==> src/design/bcdAddPkg.sv <==
`default_nettype none

package bcdAddPkg;

    ////////////////////
    // Command codes
    ////////////////////

    // One code per datapath action
    // Values match the request and acknowledge bit order in the datapath
    typedef enum logic [2:0]
    {
        CmdInit   = 3'd0,
        CmdLoadA  = 3'd1,
        CmdLoadB  = 3'd2,
        CmdShowA  = 3'd3,
        CmdShowB  = 3'd4,
        CmdAdd    = 3'd5,
        CmdShowLs = 3'd6,
        CmdShowMs = 3'd7
    } cmdCodeT;

    ////////////////////
    // Digit type
    ////////////////////

    // One decimal digit, 0 to 9 in normal use
    typedef logic [3:0] bcdDigitT;

    ////////////////////
    // Shared limits
    ////////////////////

    // Default operand width, enough for 0 to 99
    localparam int OperandWidth = 7;

    // Largest operand a load accepts
    localparam int OperandMax = 99;

    // 99 + 99 = 198, so three digits
    localparam int SumDigits = 3;

endpackage

`default_nettype wire

==> src/design/binToBcd.sv <==
`timescale 1ns/1ps
`default_nettype none

// Binary to packed BCD, double dabble
// Pure combinational, no clock
module binToBcd #(
    parameter int InWidth = 7,
    parameter int Digits  = 2
) (
    input  wire logic [InWidth-1:0]                bin,
    output bcdAddPkg::bcdDigitT [Digits-1:0]       digits
);

    // Scratch digits, shifted one input bit at a time
    logic [Digits*4-1:0] bcdWork;

    ////////////////////
    // Shift and add 3
    ////////////////////

    always_comb
    begin
        bcdWork = '0;
        // MSB first
        for (int i = InWidth - 1; i >= 0; i--)
        begin
            // Correct every digit that would overflow on the shift
            for (int d = 0; d < Digits; d++)
            begin
                if (bcdWork[d*4 +: 4] >= 4'd5)
                begin
                    bcdWork[d*4 +: 4] = bcdWork[d*4 +: 4] + 4'd3;
                end
            end
            // Next binary bit enters at the ones digit
            bcdWork = {bcdWork[Digits*4-2:0], bin[i]};
        end
    end

    // Digit 0 is the ones digit
    // Anything past the top digit falls off the end
    assign digits = bcdWork;

endmodule

`default_nettype wire

==> src/design/bcdCmdSequencer.sv <==
`timescale 1ns/1ps
`default_nettype none

// Command front end
// One command in, one request level out, wait for its acknowledge
module bcdCmdSequencer #(
    parameter int OperandWidth = bcdAddPkg::OperandWidth
) (
    input  wire logic                    CLK,
    input  wire logic                    rstN,
    input  wire logic                    cmdValid,
    input  wire bcdAddPkg::cmdCodeT      cmdCode,
    input  wire logic [OperandWidth-1:0] cmdData,
    input  wire logic                    initAck,
    input  wire logic                    loadAAck,
    input  wire logic                    loadBAck,
    input  wire logic                    showAAck,
    input  wire logic                    showBAck,
    input  wire logic                    addAck,
    input  wire logic                    showLsAck,
    input  wire logic                    showMsAck,
    output logic                         busy,
    output logic                         done,
    output logic [OperandWidth-1:0]      loadData,
    output logic                         initReq,
    output logic                         loadAReq,
    output logic                         loadBReq,
    output logic                         showAReq,
    output logic                         showBReq,
    output logic                         addReq,
    output logic                         showLsReq,
    output logic                         showMsReq
);

    typedef enum logic [1:0]
    {
        Idle    = 2'd0,
        Request = 2'd1,
        Finish  = 2'd2
    } stateT;

    stateT              state;
    bcdAddPkg::cmdCodeT cmdCodeQ;
    logic               accept;
    logic [7:0]         ackVec;
    logic [7:0]         reqVec;

    ////////////////////
    // Command capture
    ////////////////////

    // Not taken while a request is outstanding, so a busy strobe is lost
    assign accept = cmdValid && (state != Request);

    // Code and value held for the whole request
    always_ff @(posedge CLK)
    begin
        if (accept)
        begin
            cmdCodeQ <= cmdCode;
            loadData <= cmdData;
        end
    end

    ////////////////////
    // FSM
    ////////////////////

    // Acks gathered in command code order
    assign ackVec = {showMsAck, showLsAck, addAck, showBAck,
                     showAAck, loadBAck, loadAAck, initAck};

    always_ff @(posedge CLK or negedge rstN)
    begin
        if (!rstN)
        begin
            state <= Idle;
            busy  <= 1'b0;
            done  <= 1'b0;
        end
        else
        begin
            case (state)
                Idle, Finish:
                begin
                    // done lasts exactly the Finish cycle
                    done <= 1'b0;
                    if (accept)
                    begin
                        state <= Request;
                        busy  <= 1'b1;
                    end
                    else
                    begin
                        state <= Idle;
                    end
                end
                Request:
                begin
                    // Only the matching ack ends the request
                    if (ackVec[cmdCodeQ])
                    begin
                        state <= Finish;
                        busy  <= 1'b0;
                        done  <= 1'b1;
                    end
                end
                default:
                begin
                    state <= Idle;
                    busy  <= 1'b0;
                    done  <= 1'b0;
                end
            endcase
        end
    end

    ////////////////////
    // Request decode
    ////////////////////

    // One level per command, high only in Request
    assign reqVec = (state == Request) ? (8'd1 << cmdCodeQ) : 8'd0;

    assign initReq   = reqVec[bcdAddPkg::CmdInit];
    assign loadAReq  = reqVec[bcdAddPkg::CmdLoadA];
    assign loadBReq  = reqVec[bcdAddPkg::CmdLoadB];
    assign showAReq  = reqVec[bcdAddPkg::CmdShowA];
    assign showBReq  = reqVec[bcdAddPkg::CmdShowB];
    assign addReq    = reqVec[bcdAddPkg::CmdAdd];
    assign showLsReq = reqVec[bcdAddPkg::CmdShowLs];
    assign showMsReq = reqVec[bcdAddPkg::CmdShowMs];

    // The datapath relies on never seeing two requests at once
    assert property (@(posedge CLK) disable iff (!rstN)
        $onehot0({showMsReq, showLsReq, addReq, showBReq,
                  showAReq, loadBReq, loadAReq, initReq}));

    // Completion and busy never overlap
    assert property (@(posedge CLK) disable iff (!rstN) !(done && busy));

endmodule

`default_nettype wire

==> src/design/bcdAddDatapath.sv <==
`timescale 1ns/1ps
`default_nettype none

// Operand and sum storage, adder, display byte
// Acts once per request, on the edge the ack rises
module bcdAddDatapath #(
    parameter int OperandWidth = bcdAddPkg::OperandWidth
) (
    input  wire logic                    CLK,
    input  wire logic                    rstN,
    input  wire logic [OperandWidth-1:0] loadData,
    input  wire logic                    initReq,
    input  wire logic                    loadAReq,
    input  wire logic                    loadBReq,
    input  wire logic                    showAReq,
    input  wire logic                    showBReq,
    input  wire logic                    addReq,
    input  wire logic                    showLsReq,
    input  wire logic                    showMsReq,
    output logic                         initAck,
    output logic                         loadAAck,
    output logic                         loadBAck,
    output logic                         showAAck,
    output logic                         showBAck,
    output logic                         addAck,
    output logic                         showLsAck,
    output logic                         showMsAck,
    output logic                         cmdError,
    output logic [7:0]                   displayData
);

    // Two digits per operand, 0 to 99
    localparam int OperandDigits = 2;

    logic [OperandWidth-1:0] opA;
    logic [OperandWidth-1:0] opB;
    logic [OperandWidth:0]   sum;
    logic [7:0]              reqVec;
    logic [7:0]              ackVec;
    logic [7:0]              actVec;
    logic                    loadTooBig;

    bcdAddPkg::bcdDigitT [OperandDigits-1:0]       opABcd;
    bcdAddPkg::bcdDigitT [OperandDigits-1:0]       opBBcd;
    bcdAddPkg::bcdDigitT [bcdAddPkg::SumDigits-1:0] sumBcd;

    ////////////////////
    // BCD views
    ////////////////////

    binToBcd #(.InWidth(OperandWidth), .Digits(OperandDigits)) uBcdA
    (
        .bin    (opA),
        .digits (opABcd)
    );

    binToBcd #(.InWidth(OperandWidth), .Digits(OperandDigits)) uBcdB
    (
        .bin    (opB),
        .digits (opBBcd)
    );

    // One extra bit for the carry out of A+B
    binToBcd #(.InWidth(OperandWidth + 1), .Digits(bcdAddPkg::SumDigits)) uBcdSum
    (
        .bin    (sum),
        .digits (sumBcd)
    );

    ////////////////////
    // Handshake
    ////////////////////

    // Same bit order as the command codes
    assign reqVec = {showMsReq, showLsReq, addReq, showBReq,
                     showAReq, loadBReq, loadAReq, initReq};

    // Request seen but not yet acked, i.e. first cycle only
    assign actVec = reqVec & ~ackVec;

    assign loadTooBig = (loadData > bcdAddPkg::OperandMax);

    always_ff @(posedge CLK or negedge rstN)
    begin
        if (!rstN)
        begin
            ackVec      <= '0;
            opA         <= '0;
            opB         <= '0;
            sum         <= '0;
            cmdError    <= 1'b0;
            displayData <= '0;
        end
        else
        begin
            // Ack follows its request one edge later, both ways
            ackVec <= reqVec;
            if (|actVec)
            begin
                // Refused loads are the only source of an error
                cmdError <= 1'b0;
                if (actVec[bcdAddPkg::CmdInit])
                begin
                    opA         <= '0;
                    opB         <= '0;
                    sum         <= '0;
                    displayData <= '0;
                end
                else if (actVec[bcdAddPkg::CmdLoadA] || actVec[bcdAddPkg::CmdLoadB])
                begin
                    if (loadTooBig)
                        cmdError <= 1'b1;
                    else if (actVec[bcdAddPkg::CmdLoadA])
                        opA <= loadData;
                    else
                        opB <= loadData;
                end
                else if (actVec[bcdAddPkg::CmdShowA])
                    displayData <= opABcd;
                else if (actVec[bcdAddPkg::CmdShowB])
                    displayData <= opBBcd;
                else if (actVec[bcdAddPkg::CmdAdd])
                    sum <= opA + opB;
                else if (actVec[bcdAddPkg::CmdShowLs])
                    displayData <= {sumBcd[1], sumBcd[0]};
                else
                    // Hundreds digit in the lower nibble
                    displayData <= {4'd0, sumBcd[2]};
            end
        end
    end

    assign initAck   = ackVec[bcdAddPkg::CmdInit];
    assign loadAAck  = ackVec[bcdAddPkg::CmdLoadA];
    assign loadBAck  = ackVec[bcdAddPkg::CmdLoadB];
    assign showAAck  = ackVec[bcdAddPkg::CmdShowA];
    assign showBAck  = ackVec[bcdAddPkg::CmdShowB];
    assign addAck    = ackVec[bcdAddPkg::CmdAdd];
    assign showLsAck = ackVec[bcdAddPkg::CmdShowLs];
    assign showMsAck = ackVec[bcdAddPkg::CmdShowMs];

    // A freshly risen ack still finds its own request held high
    assert property (@(posedge CLK) disable iff (!rstN)
        ((ackVec & ~$past(ackVec)) & ~reqVec) == 8'd0);

endmodule

`default_nettype wire

==> src/design/bcdSegmentDriver.sv <==
`timescale 1ns/1ps
`default_nettype none

// Two seven-segment patterns from one packed BCD byte
// Bit order gfedcba, segment on when high
module bcdSegmentDriver (
    input  wire logic       CLK,
    input  wire logic       rstN,
    input  wire logic [7:0] displayData,
    output logic [6:0]      segHigh,
    output logic [6:0]      segLow
);

    // Glyph for "0", also the reset pattern
    localparam logic [6:0] GlyphZero = 7'b0111111;

    // Decimal glyphs, non-decimal codes blank
    function automatic logic [6:0] glyph(input bcdAddPkg::bcdDigitT digit);
        logic [6:0] pattern;
        case (digit)
            4'd0:    pattern = GlyphZero;
            4'd1:    pattern = 7'b0000110;
            4'd2:    pattern = 7'b1011011;
            4'd3:    pattern = 7'b1001111;
            4'd4:    pattern = 7'b1100110;
            4'd5:    pattern = 7'b1101101;
            4'd6:    pattern = 7'b1111101;
            4'd7:    pattern = 7'b0000111;
            4'd8:    pattern = 7'b1111111;
            4'd9:    pattern = 7'b1101111;
            default: pattern = 7'b0000000;
        endcase
        return pattern;
    endfunction

    ////////////////////
    // Output registers
    ////////////////////

    // One cycle behind displayData
    always_ff @(posedge CLK or negedge rstN)
    begin
        if (!rstN)
        begin
            // Display reads "00" out of reset
            segHigh <= GlyphZero;
            segLow  <= GlyphZero;
        end
        else
        begin
            // Upper nibble is the tens position
            segHigh <= glyph(displayData[7:4]);
            segLow  <= glyph(displayData[3:0]);
        end
    end

endmodule

`default_nettype wire

==> src/design/bcdAdder.sv <==
`timescale 1ns/1ps
`default_nettype none

// Decimal adder top
// Sequencer -> datapath -> segment driver
module bcdAdder #(
    parameter int OperandWidth = bcdAddPkg::OperandWidth
) (
    input  wire logic                    CLK,
    input  wire logic                    rstN,
    input  wire logic                    cmdValid,
    input  wire bcdAddPkg::cmdCodeT      cmdCode,
    input  wire logic [OperandWidth-1:0] cmdData,
    output logic                         busy,
    output logic                         done,
    output logic                         cmdError,
    output logic [7:0]                   displayData,
    output logic [6:0]                   segHigh,
    output logic [6:0]                   segLow
);

    ////////////////////
    // Interconnect
    ////////////////////

    // Latched operand value
    logic [OperandWidth-1:0] loadData;

    // Request levels
    logic initReq;
    logic loadAReq;
    logic loadBReq;
    logic showAReq;
    logic showBReq;
    logic addReq;
    logic showLsReq;
    logic showMsReq;

    // Acknowledge levels
    logic initAck;
    logic loadAAck;
    logic loadBAck;
    logic showAAck;
    logic showBAck;
    logic addAck;
    logic showLsAck;
    logic showMsAck;

    bcdCmdSequencer #(.OperandWidth(OperandWidth)) uSequencer
    (
        .CLK       (CLK),
        .rstN      (rstN),
        .cmdValid  (cmdValid),
        .cmdCode   (cmdCode),
        .cmdData   (cmdData),
        .initAck   (initAck),
        .loadAAck  (loadAAck),
        .loadBAck  (loadBAck),
        .showAAck  (showAAck),
        .showBAck  (showBAck),
        .addAck    (addAck),
        .showLsAck (showLsAck),
        .showMsAck (showMsAck),
        .busy      (busy),
        .done      (done),
        .loadData  (loadData),
        .initReq   (initReq),
        .loadAReq  (loadAReq),
        .loadBReq  (loadBReq),
        .showAReq  (showAReq),
        .showBReq  (showBReq),
        .addReq    (addReq),
        .showLsReq (showLsReq),
        .showMsReq (showMsReq)
    );

    bcdAddDatapath #(.OperandWidth(OperandWidth)) uDatapath
    (
        .CLK         (CLK),
        .rstN        (rstN),
        .loadData    (loadData),
        .initReq     (initReq),
        .loadAReq    (loadAReq),
        .loadBReq    (loadBReq),
        .showAReq    (showAReq),
        .showBReq    (showBReq),
        .addReq      (addReq),
        .showLsReq   (showLsReq),
        .showMsReq   (showMsReq),
        .initAck     (initAck),
        .loadAAck    (loadAAck),
        .loadBAck    (loadBAck),
        .showAAck    (showAAck),
        .showBAck    (showBAck),
        .addAck      (addAck),
        .showLsAck   (showLsAck),
        .showMsAck   (showMsAck),
        .cmdError    (cmdError),
        .displayData (displayData)
    );

    // Display byte also leaves the top directly
    bcdSegmentDriver uSegments
    (
        .CLK         (CLK),
        .rstN        (rstN),
        .displayData (displayData),
        .segHigh     (segHigh),
        .segLow      (segLow)
    );

endmodule

`default_nettype wire

==> config.mk <==
export PLATFORM = sky130hd
export DESIGN_NAME = bcdAdder
export DESIGN_NICKNAME = d
export VERILOG_FILES = /design/src/design/bcdAddPkg.sv /design/src/design/binToBcd.sv /design/src/design/bcdCmdSequencer.sv /design/src/design/bcdAddDatapath.sv /design/src/design/bcdSegmentDriver.sv /design/src/design/bcdAdder.sv
export SDC_FILE = /design/constraint.sdc
export NUM_CORES = 1
export LEC_CHECK = 0
export BUFFER_PORTS_ARGS = -buffer_cell sky130_fd_sc_hd__clkbuf_2
export CAP_MARGIN = 30
export CORE_MARGIN = 2
export CORE_UTILIZATION = 45
export CTS_BUF_LIST = sky130_fd_sc_hd__clkbuf_2 sky130_fd_sc_hd__clkbuf_4 sky130_fd_sc_hd__clkbuf_8
export DETAILED_ROUTE_END_ITERATION = 10
export GPL_TIMING_DRIVEN = 0
export MAX_ROUTING_LAYER = met4
export PLACE_DENSITY_LB_ADDON = 0.08
export SETUP_SLACK_MARGIN = 0.5
export SKIP_LAST_GASP = 1
export SLEW_MARGIN = 20
export SYNTH_ARGS = -nofsm -noshare
export SYNTH_HDL_FRONTEND = slang
export SYNTH_SLANG_ARGS = --single-unit
==> constraint.sdc <==
create_clock -name CLK -period 5.2 [get_ports CLK]
set_clock_uncertainty 0.1 [all_clocks]
set_input_delay 0.52 -clock CLK [delete_from_list [all_inputs] [get_ports CLK]]
set_output_delay 0.52 -clock CLK [all_outputs]
set_load 0.02 [all_outputs]
Yosys cells after proc, flatten, opt, wreduce, memory -nomap -nowiden
Memories as Yosys holds them, arrays and structs flattened. A register that Yosys moved wholly into a read port is not among the register bits.
Index checks and enable logic that the tools add are counted.
Storage, ports and cells
  flip-flop bits (word level): 53
  bits in latches: 0
  memory bits (writable): 0
  memory bits (read-only): 224
  bits of input ports: 13
  output and inout bits: 25
  logic and storage cells: 129
  memories: 2
Memory list
  (no name shown): words 16, bits a word 7, read ports 1, clocked after memory_dff 1, write ports 0, RTL line bcdSegmentDriver.sv:20  | case (digit)
  (no name shown): words 16, bits a word 7, read ports 1, clocked after memory_dff 1, write ports 0, RTL line bcdSegmentDriver.sv:20
Cells by class
  add/sub/neg operators: 18
  multiply operators: 0
  divide/modulo/power cells: 0
  $lt $le $gt $ge: 19
  equal/unequal tests: 11
  shifts and indexed selects: 1
  mux-type cells: 50
  bitwise operators: 2
  reductions and logical operators: 15
Operators with widths (count)
  $mux W8: 12
  $mux W4: 15
  $mux W7: 8
  $add A4 B2 Y4 const B: 11
  $ge A4 B3 Y1 const B: 11
  $ge A3 B3 Y1 const B: 6
  $add A3 B2 Y4 const B: 4
  $ne A2 B1 Y1 const B: 5
  $mux W1: 9
  $add A7 B7 Y8: 1
  $and A8 B8 Y8: 1
  $not A8 Y8: 1
  $reduce_and A4 Y1: 2
  $reduce_or A8 Y1: 1
  $shl A1 B3 Y8 const A: 1
  $gt A7 B7 Y1 const B: 1
  $add A3 B2 Y3 const B: 2
  $mux W3: 2
  $ne A2 B2 Y1 const B: 3
  $reduce_bool A2 Y1: 3
  $reduce_and A5 Y1: 1
  $lt A3 B4 Y1 const B: 1
  $ne A4 B4 Y1 const B: 1
  $pmux W2 S2: 1
  other kinds (12): 13

Logic depth before layout (Yosys ltp)
  depth in word-level cells: 16
  depth in mapped cells: 24
  gate-level depth less buffers: 23

Hierarchy
From an unflattened synthesis, not the netlist that was laid out.
Unflattened totals
  cells, all modules: 626
  area, all modules: 5920.7 um^2
Modules (own cells, without submodules)
  bcdAddDatapath: instances 1, cells each 208, area an instance 2204.6 um^2, seq. area each 975.9 um^2
  binToBcd (uDatapath.uBcdA ...): instances 2, cells each 89, area an instance 730.7 um^2, seq. area each 0.0 um^2
  binToBcd (uDatapath.uBcdSum): instances 1, cells each 130, area an instance 907.1 um^2, seq. area each 0.0 um^2
  bcdSegmentDriver: instances 1, cells each 68, area an instance 782.0 um^2, seq. area each 365.4 um^2
  bcdCmdSequencer: instances 1, cells each 42, area an instance 565.5 um^2, seq. area each 375.4 um^2

Least setup slack after synthesis
Ideal clock, no wire load.
  kind: register to register
  start point: register uDatapath.sum[6]
  end point: register uDatapath.displayData[5]
  library setup time: 131 ps
  data arrival time: 4391 ps
  required time: 4969 ps
  setup slack: 578 ps
  stages on the path, launching flop included: 25
  path buffers: 1
  clock period less this slack: 4622 ps
  cell sequence: dfrtp_1 -> buf_6 -> inv_1 -> ha_1 -> o21ai_1 -> xnor2_1 -> ha_1 -> nand2b_1 -> a32oi_4 -> xnor2_2 -> inv_2 -> ha_1 -> inv_1 -> nor2_1 -> a2111oi_2 -> a21o_1 -> ha_1 -> o21ai_0 -> mux2i_2 -> inv_1 -> ha_1 -> o21ai_1 -> a21oi_1 -> o21ai_1 -> o211ai_1
Between the ends
  cells in the longest elaborated chain, start to end: 16
  elaborated cells on any way between the ends: 24
  those cells by class: 6 x add/sub; 6 x order compare; 12 x mux
RTL lines
  start, declared: RTL line bcdAddDatapath.sv:37  | logic [OperandWidth:0] sum;
  start signal, assigned: RTL line bcdAddDatapath.sv:123  | sum <= opA + opB;
  $add A3 B2 Y4 / $ge A3 B3 Y1 (equally long branches): RTL line binToBcd.sv:32, binToBcd.sv:30
  $mux W4 (*): RTL line binToBcd.sv:30  | if (bcdWork[d*4 +: 4] >= 4'd5)
  $add A4 B2 Y4 / $ge A4 B3 Y1 (equally long branches): RTL line binToBcd.sv:32, binToBcd.sv:30
  $mux W4: RTL line binToBcd.sv:30
  $ge A4 B3 Y1 / $add A4 B2 Y4 (equally long branches): RTL line binToBcd.sv:30, binToBcd.sv:32
  $mux W4: RTL line binToBcd.sv:30
  $add A4 B2 Y4, or another cell as far along: RTL line binToBcd.sv:32  | bcdWork[d*4 +: 4] = bcdWork[d*4 +: 4] + 4'd3;
  $mux W4: RTL line binToBcd.sv:30
  $add A4 B2 Y4 / $ge A4 B3 Y1 (equally long branches): RTL line binToBcd.sv:32, binToBcd.sv:30
  $mux W4 (*): RTL line binToBcd.sv:30
  $mux W8 (*): RTL line bcdAddDatapath.sv:124  | else if (actVec[bcdAddPkg::CmdShowLs])
  $mux W8 (*): RTL line bcdAddDatapath.sv:122  | else if (actVec[bcdAddPkg::CmdAdd])
  $mux W8 (*): RTL line bcdAddDatapath.sv:120  | else if (actVec[bcdAddPkg::CmdShowB])
  $mux W8 (*): RTL line bcdAddDatapath.sv:118  | else if (actVec[bcdAddPkg::CmdShowA])
  $mux W8 (*): RTL line bcdAddDatapath.sv:109  | else if (actVec[bcdAddPkg::CmdLoadA] || actVec[bcdAddPkg::CmdLoadB])
  $mux W8 (*): RTL line bcdAddDatapath.sv:102  | if (actVec[bcdAddPkg::CmdInit])
  end signal, assigned: RTL line bcdAddDatapath.sv:119  | displayData <= opABcd;
  end signal, assigned: RTL line bcdAddDatapath.sv:121  | displayData <= opBBcd;
  end signal, assigned: RTL line bcdAddDatapath.sv:125  | displayData <= {sumBcd[1], sumBcd[0]};
  end, declared: RTL line bcdAddDatapath.sv:29  | output logic [7:0] displayData
Every way passes the cells marked *; elsewhere a longest branch is shown, timed or not. The select of a mux whose other input is x is not followed.
A chain may end at the register's enable or synchronous reset.

Final worst setup path
  start point: register uDatapath.sum[6]
  end point: register uDatapath.displayData[6]
Same word-level chain as after synthesis.

==> results.yml <==
sta:
  slew_headroom: 0.403
  rsz0062_at_grt: "true"
  slew_viol_final: 0
  finalSetupViolations: 0
  period_minus_slack_ns: 4.45
  fmax_mhz: 225
  period_share: 0.856
  hold_viol_final: 0
  worst_pin_slew_ns: 0.884
detailed_routing:
  drc: 0
  drt_iter0_drc: 284
  post_drt_wl_per_cell_um: 15.6
  via_count: 4017
  vias_per_cell: 5.63
  drt_wl_total_um: 11100
  drtAntennaViolNets: 0
  first_pass_iters: 4
global_routing:
  use_met3: 0.0303
  grt_pass1_vias: 3993
  grt_max_degree: 32
  grt_antenna_before_repair: 0
  gr-max-usage-layer: "met2"
  groute.usage.overall: 0.211
  grt.met1_usage: 0.267
  grt_use_met2: 0.351
  grt_first_pass_wirelength_um: 18800
  grt_overflow: 0
logic_synthesis:
  synth_cell_types: 71
  synthTopCellsByArea: "dfrtp_1, ha_1, dfstp_2"
  post-synth-top-area-cell: "dfrtp_1"
  synth-edff-count: 10
  yosys_warnings: 0
  synthFlopType: "dfrtp_1"
  seq_area_frac_synth: 0.357
  ys_seq_elements: 66
  netlist_instances: 515
  syn-num-nets: 577
  synth_top_area_share: 0.229
  synth_area_um2: 4810
  asyncSetResetFlopFracSynth: 0.848
  synth_area_per_cell_um2: 9.33
clocking:
  cts_buffers: 9
  cts_hold_buffers: 0
  tritoncts: "done"
  clk_path_buf_depth: 2
  cts-root-buf: "clkbuf_8"
  clock_sinks: 66
  clkSlewWorstSetupHoldPaths_ns: 0.08
  insertion_delay_ns: 0.34
  htreeDepth: 3
critical_path:
  critPathRequiredTime_ns: 5.36
  critPathBufInv: 3
  cp_top_family: "compound AO/OA/AOI/OAI gates"
  cp_slowest_cell: "or3_4"
  path_cells: "buf_6 -> inv_1 -> ha_4 -> o21ai_2 -> xnor2_2 -> ha_2 -> nand2b_1 -> a32oi_4 -> xnor2_2 -> inv_2 -> ha_2 -> nor2_4 -> o311ai_4 -> or3_4 -> a221oi_4 -> xnor2_2 -> ha_2 -> o21ai_0 -> and3_1 -> o21ai_1"
  cp_max_fo: 8
  endpoint_kind: "flip-flop"
  crit_start: "uDatapath.sum[6]"
  critical_path.max_stage_delay_ns: 0.41
  worstPathArrival_ns: 4.61
  startpoint_type: "flip-flop"
  r2r-start: "uDatapath.sum[6]"
  criticalPathCategory: "flip-flop to flip-flop"
layout:
  fin_util: 0.538
  antenna_cells: 0
  fill_cells: 965
  ff_latch_area_um2: 1720
  nets: 634
  multi_input_area_um2: 2980
  drive_gt1_frac: 0.196
  area_growth_pct: 16.0
die:
  initial_core_util: 0.464
  rows: 37
  coreArea_um2: 10400
  die_h_um: 107
  die_width_um: 107
  io_pins: 38
  die_area_um2: 11500
run:
  cap_violations: 0
placement:
  dp.final_hpwl_um: 8430
  io_buffers: 37
  gp_congestion: 0.916
status:
  status: "completed"
hold_path:
  hold_path.class: "input pin to asynchronous set/reset pin"
==> state kept, by name, indices dropped and copies added (netlist names) <==
name and cells:
uDatapath.ackVec 8, uDatapath.cmdError 1, uDatapath.displayData 8, uDatapath.opA 7
uDatapath.opB 7, uDatapath.sum 8, uSegments.segHigh 7, uSegments.segLow 7
uSequencer.busy 1, uSequencer.cmdCodeQ 3, uSequencer.loadData 7, uSequencer.state 2
==> through the flow <==
stage / worst slack (ns) / cells / setup TNS (ns) / hold WS (ns) / area [um^2]
final: 0.748 / 713 / 0 / 0.0198 / 5580
after global routing: 0.451 / 713 / 0 / 0.0277 / 5580
after CTS: 0.514 / 707 / 0 / 0.0193 / 5450
after detailed placement: -0.0553 / 689 / -0.100 / 0.374 / 5190
after global placement: 0.0692 / 688 / 0 / 0.387 / 5160
after floorplan: 0.578 / 515 / 0 / 0.124 / 4810
==> cell families after synthesis <==
family                   Yosys count  synth area share
flip-flops                        66             0.357
multiplexers                      17            0.0383
AO/OA/AOI/OAI                    173             0.249
XOR/XNOR                          20            0.0380
buffers and inverters             53            0.0445
adder cells (fa/ha/maj)           49             0.129
AND/OR/NAND/NOR                  137             0.144
==> routing by layer <==
| metal | vias up | wire [um] |
|---|---|---|
| met5 | - | 0 |
| met4 | 0 | 195 |
| met3 | 15 | 395 |
| met2 | 70 | 5460 |
| met1 | 1923 | 5050 |
| li1 | 2009 | - |
==> layout by cell type (no fill, tap or decap), drive strengths merged, types with 4 or more instances in the layout <==
cell	instances
a21boi	9
a21o	11
a21oi	24
a22o	8
a31oi	7
and2	4
buf	11
clkbuf	57
clkinv	4
dfrtp	44
dfstp	12
edfxtp	10
ha	48
inv	41
mux2	5
mux2i	12
nand2	37
nand2b	15
nor2	29
nor2b	8
nor3	19
nor4	7
o211ai	6
o21a	6
o21ai	56
o21bai	5
o221a	4
o22ai	8
or3	5
xnor2	16
xor2	4
==> worst paths after layout <==
| check | endpoint | slack [ns] | cells after the start |
|---|---|---|---|
| max | uDatapath.displayData[6] | 0.75 | 20 |
| min | uDatapath.opB[4] | 0.02 | 1 |
| max reg2reg | uDatapath.displayData[6] | 0.75 | 20 |
| min reg2reg | uDatapath.cmdError | 0.40 | 2 |
| max in group asynchronous | uSegments.segLow[5] | 4.40 | 2 |
| min in group CLK | uSequencer.loadData[6] | 0.25 | 1 |
==> Yosys cell counts (all sizes together), types with 11 or more instances <==
| master | number |
|---|---|
| a21o | 11 |
| a21oi | 24 |
| clkbuf | 11 |
| dfrtp | 44 |
| dfstp | 12 |
| ha | 48 |
| inv | 39 |
| mux2i | 12 |
| nand2 | 37 |
| nand2b | 15 |
| nor2 | 29 |
| nor3 | 19 |
| o21ai | 56 |
| xnor2 | 16 |
==> area by class of cell <==
cell class,count,area share
Inverter,40,0.0269
Buffer,13,0.0114
Tap cell,136,0.0305
Sequential cell,66,0.308
Multi-Input combinational cell,396,0.535
Clock inverter,7,0.0180
Clock buffer,9,0.0222
Timing Repair Buffer,46,0.0480
==> timing repair <==
action,4_1_cts,5_1_grt
resized for setup,5,13
setup buffers,2,6
endpoints found under the setup margin,8,8
pin swaps,2,5
Power is left out: the tool's default activity adds up to more than one toggle a clock period on the data nets, which glitch-free logic cannot reach.
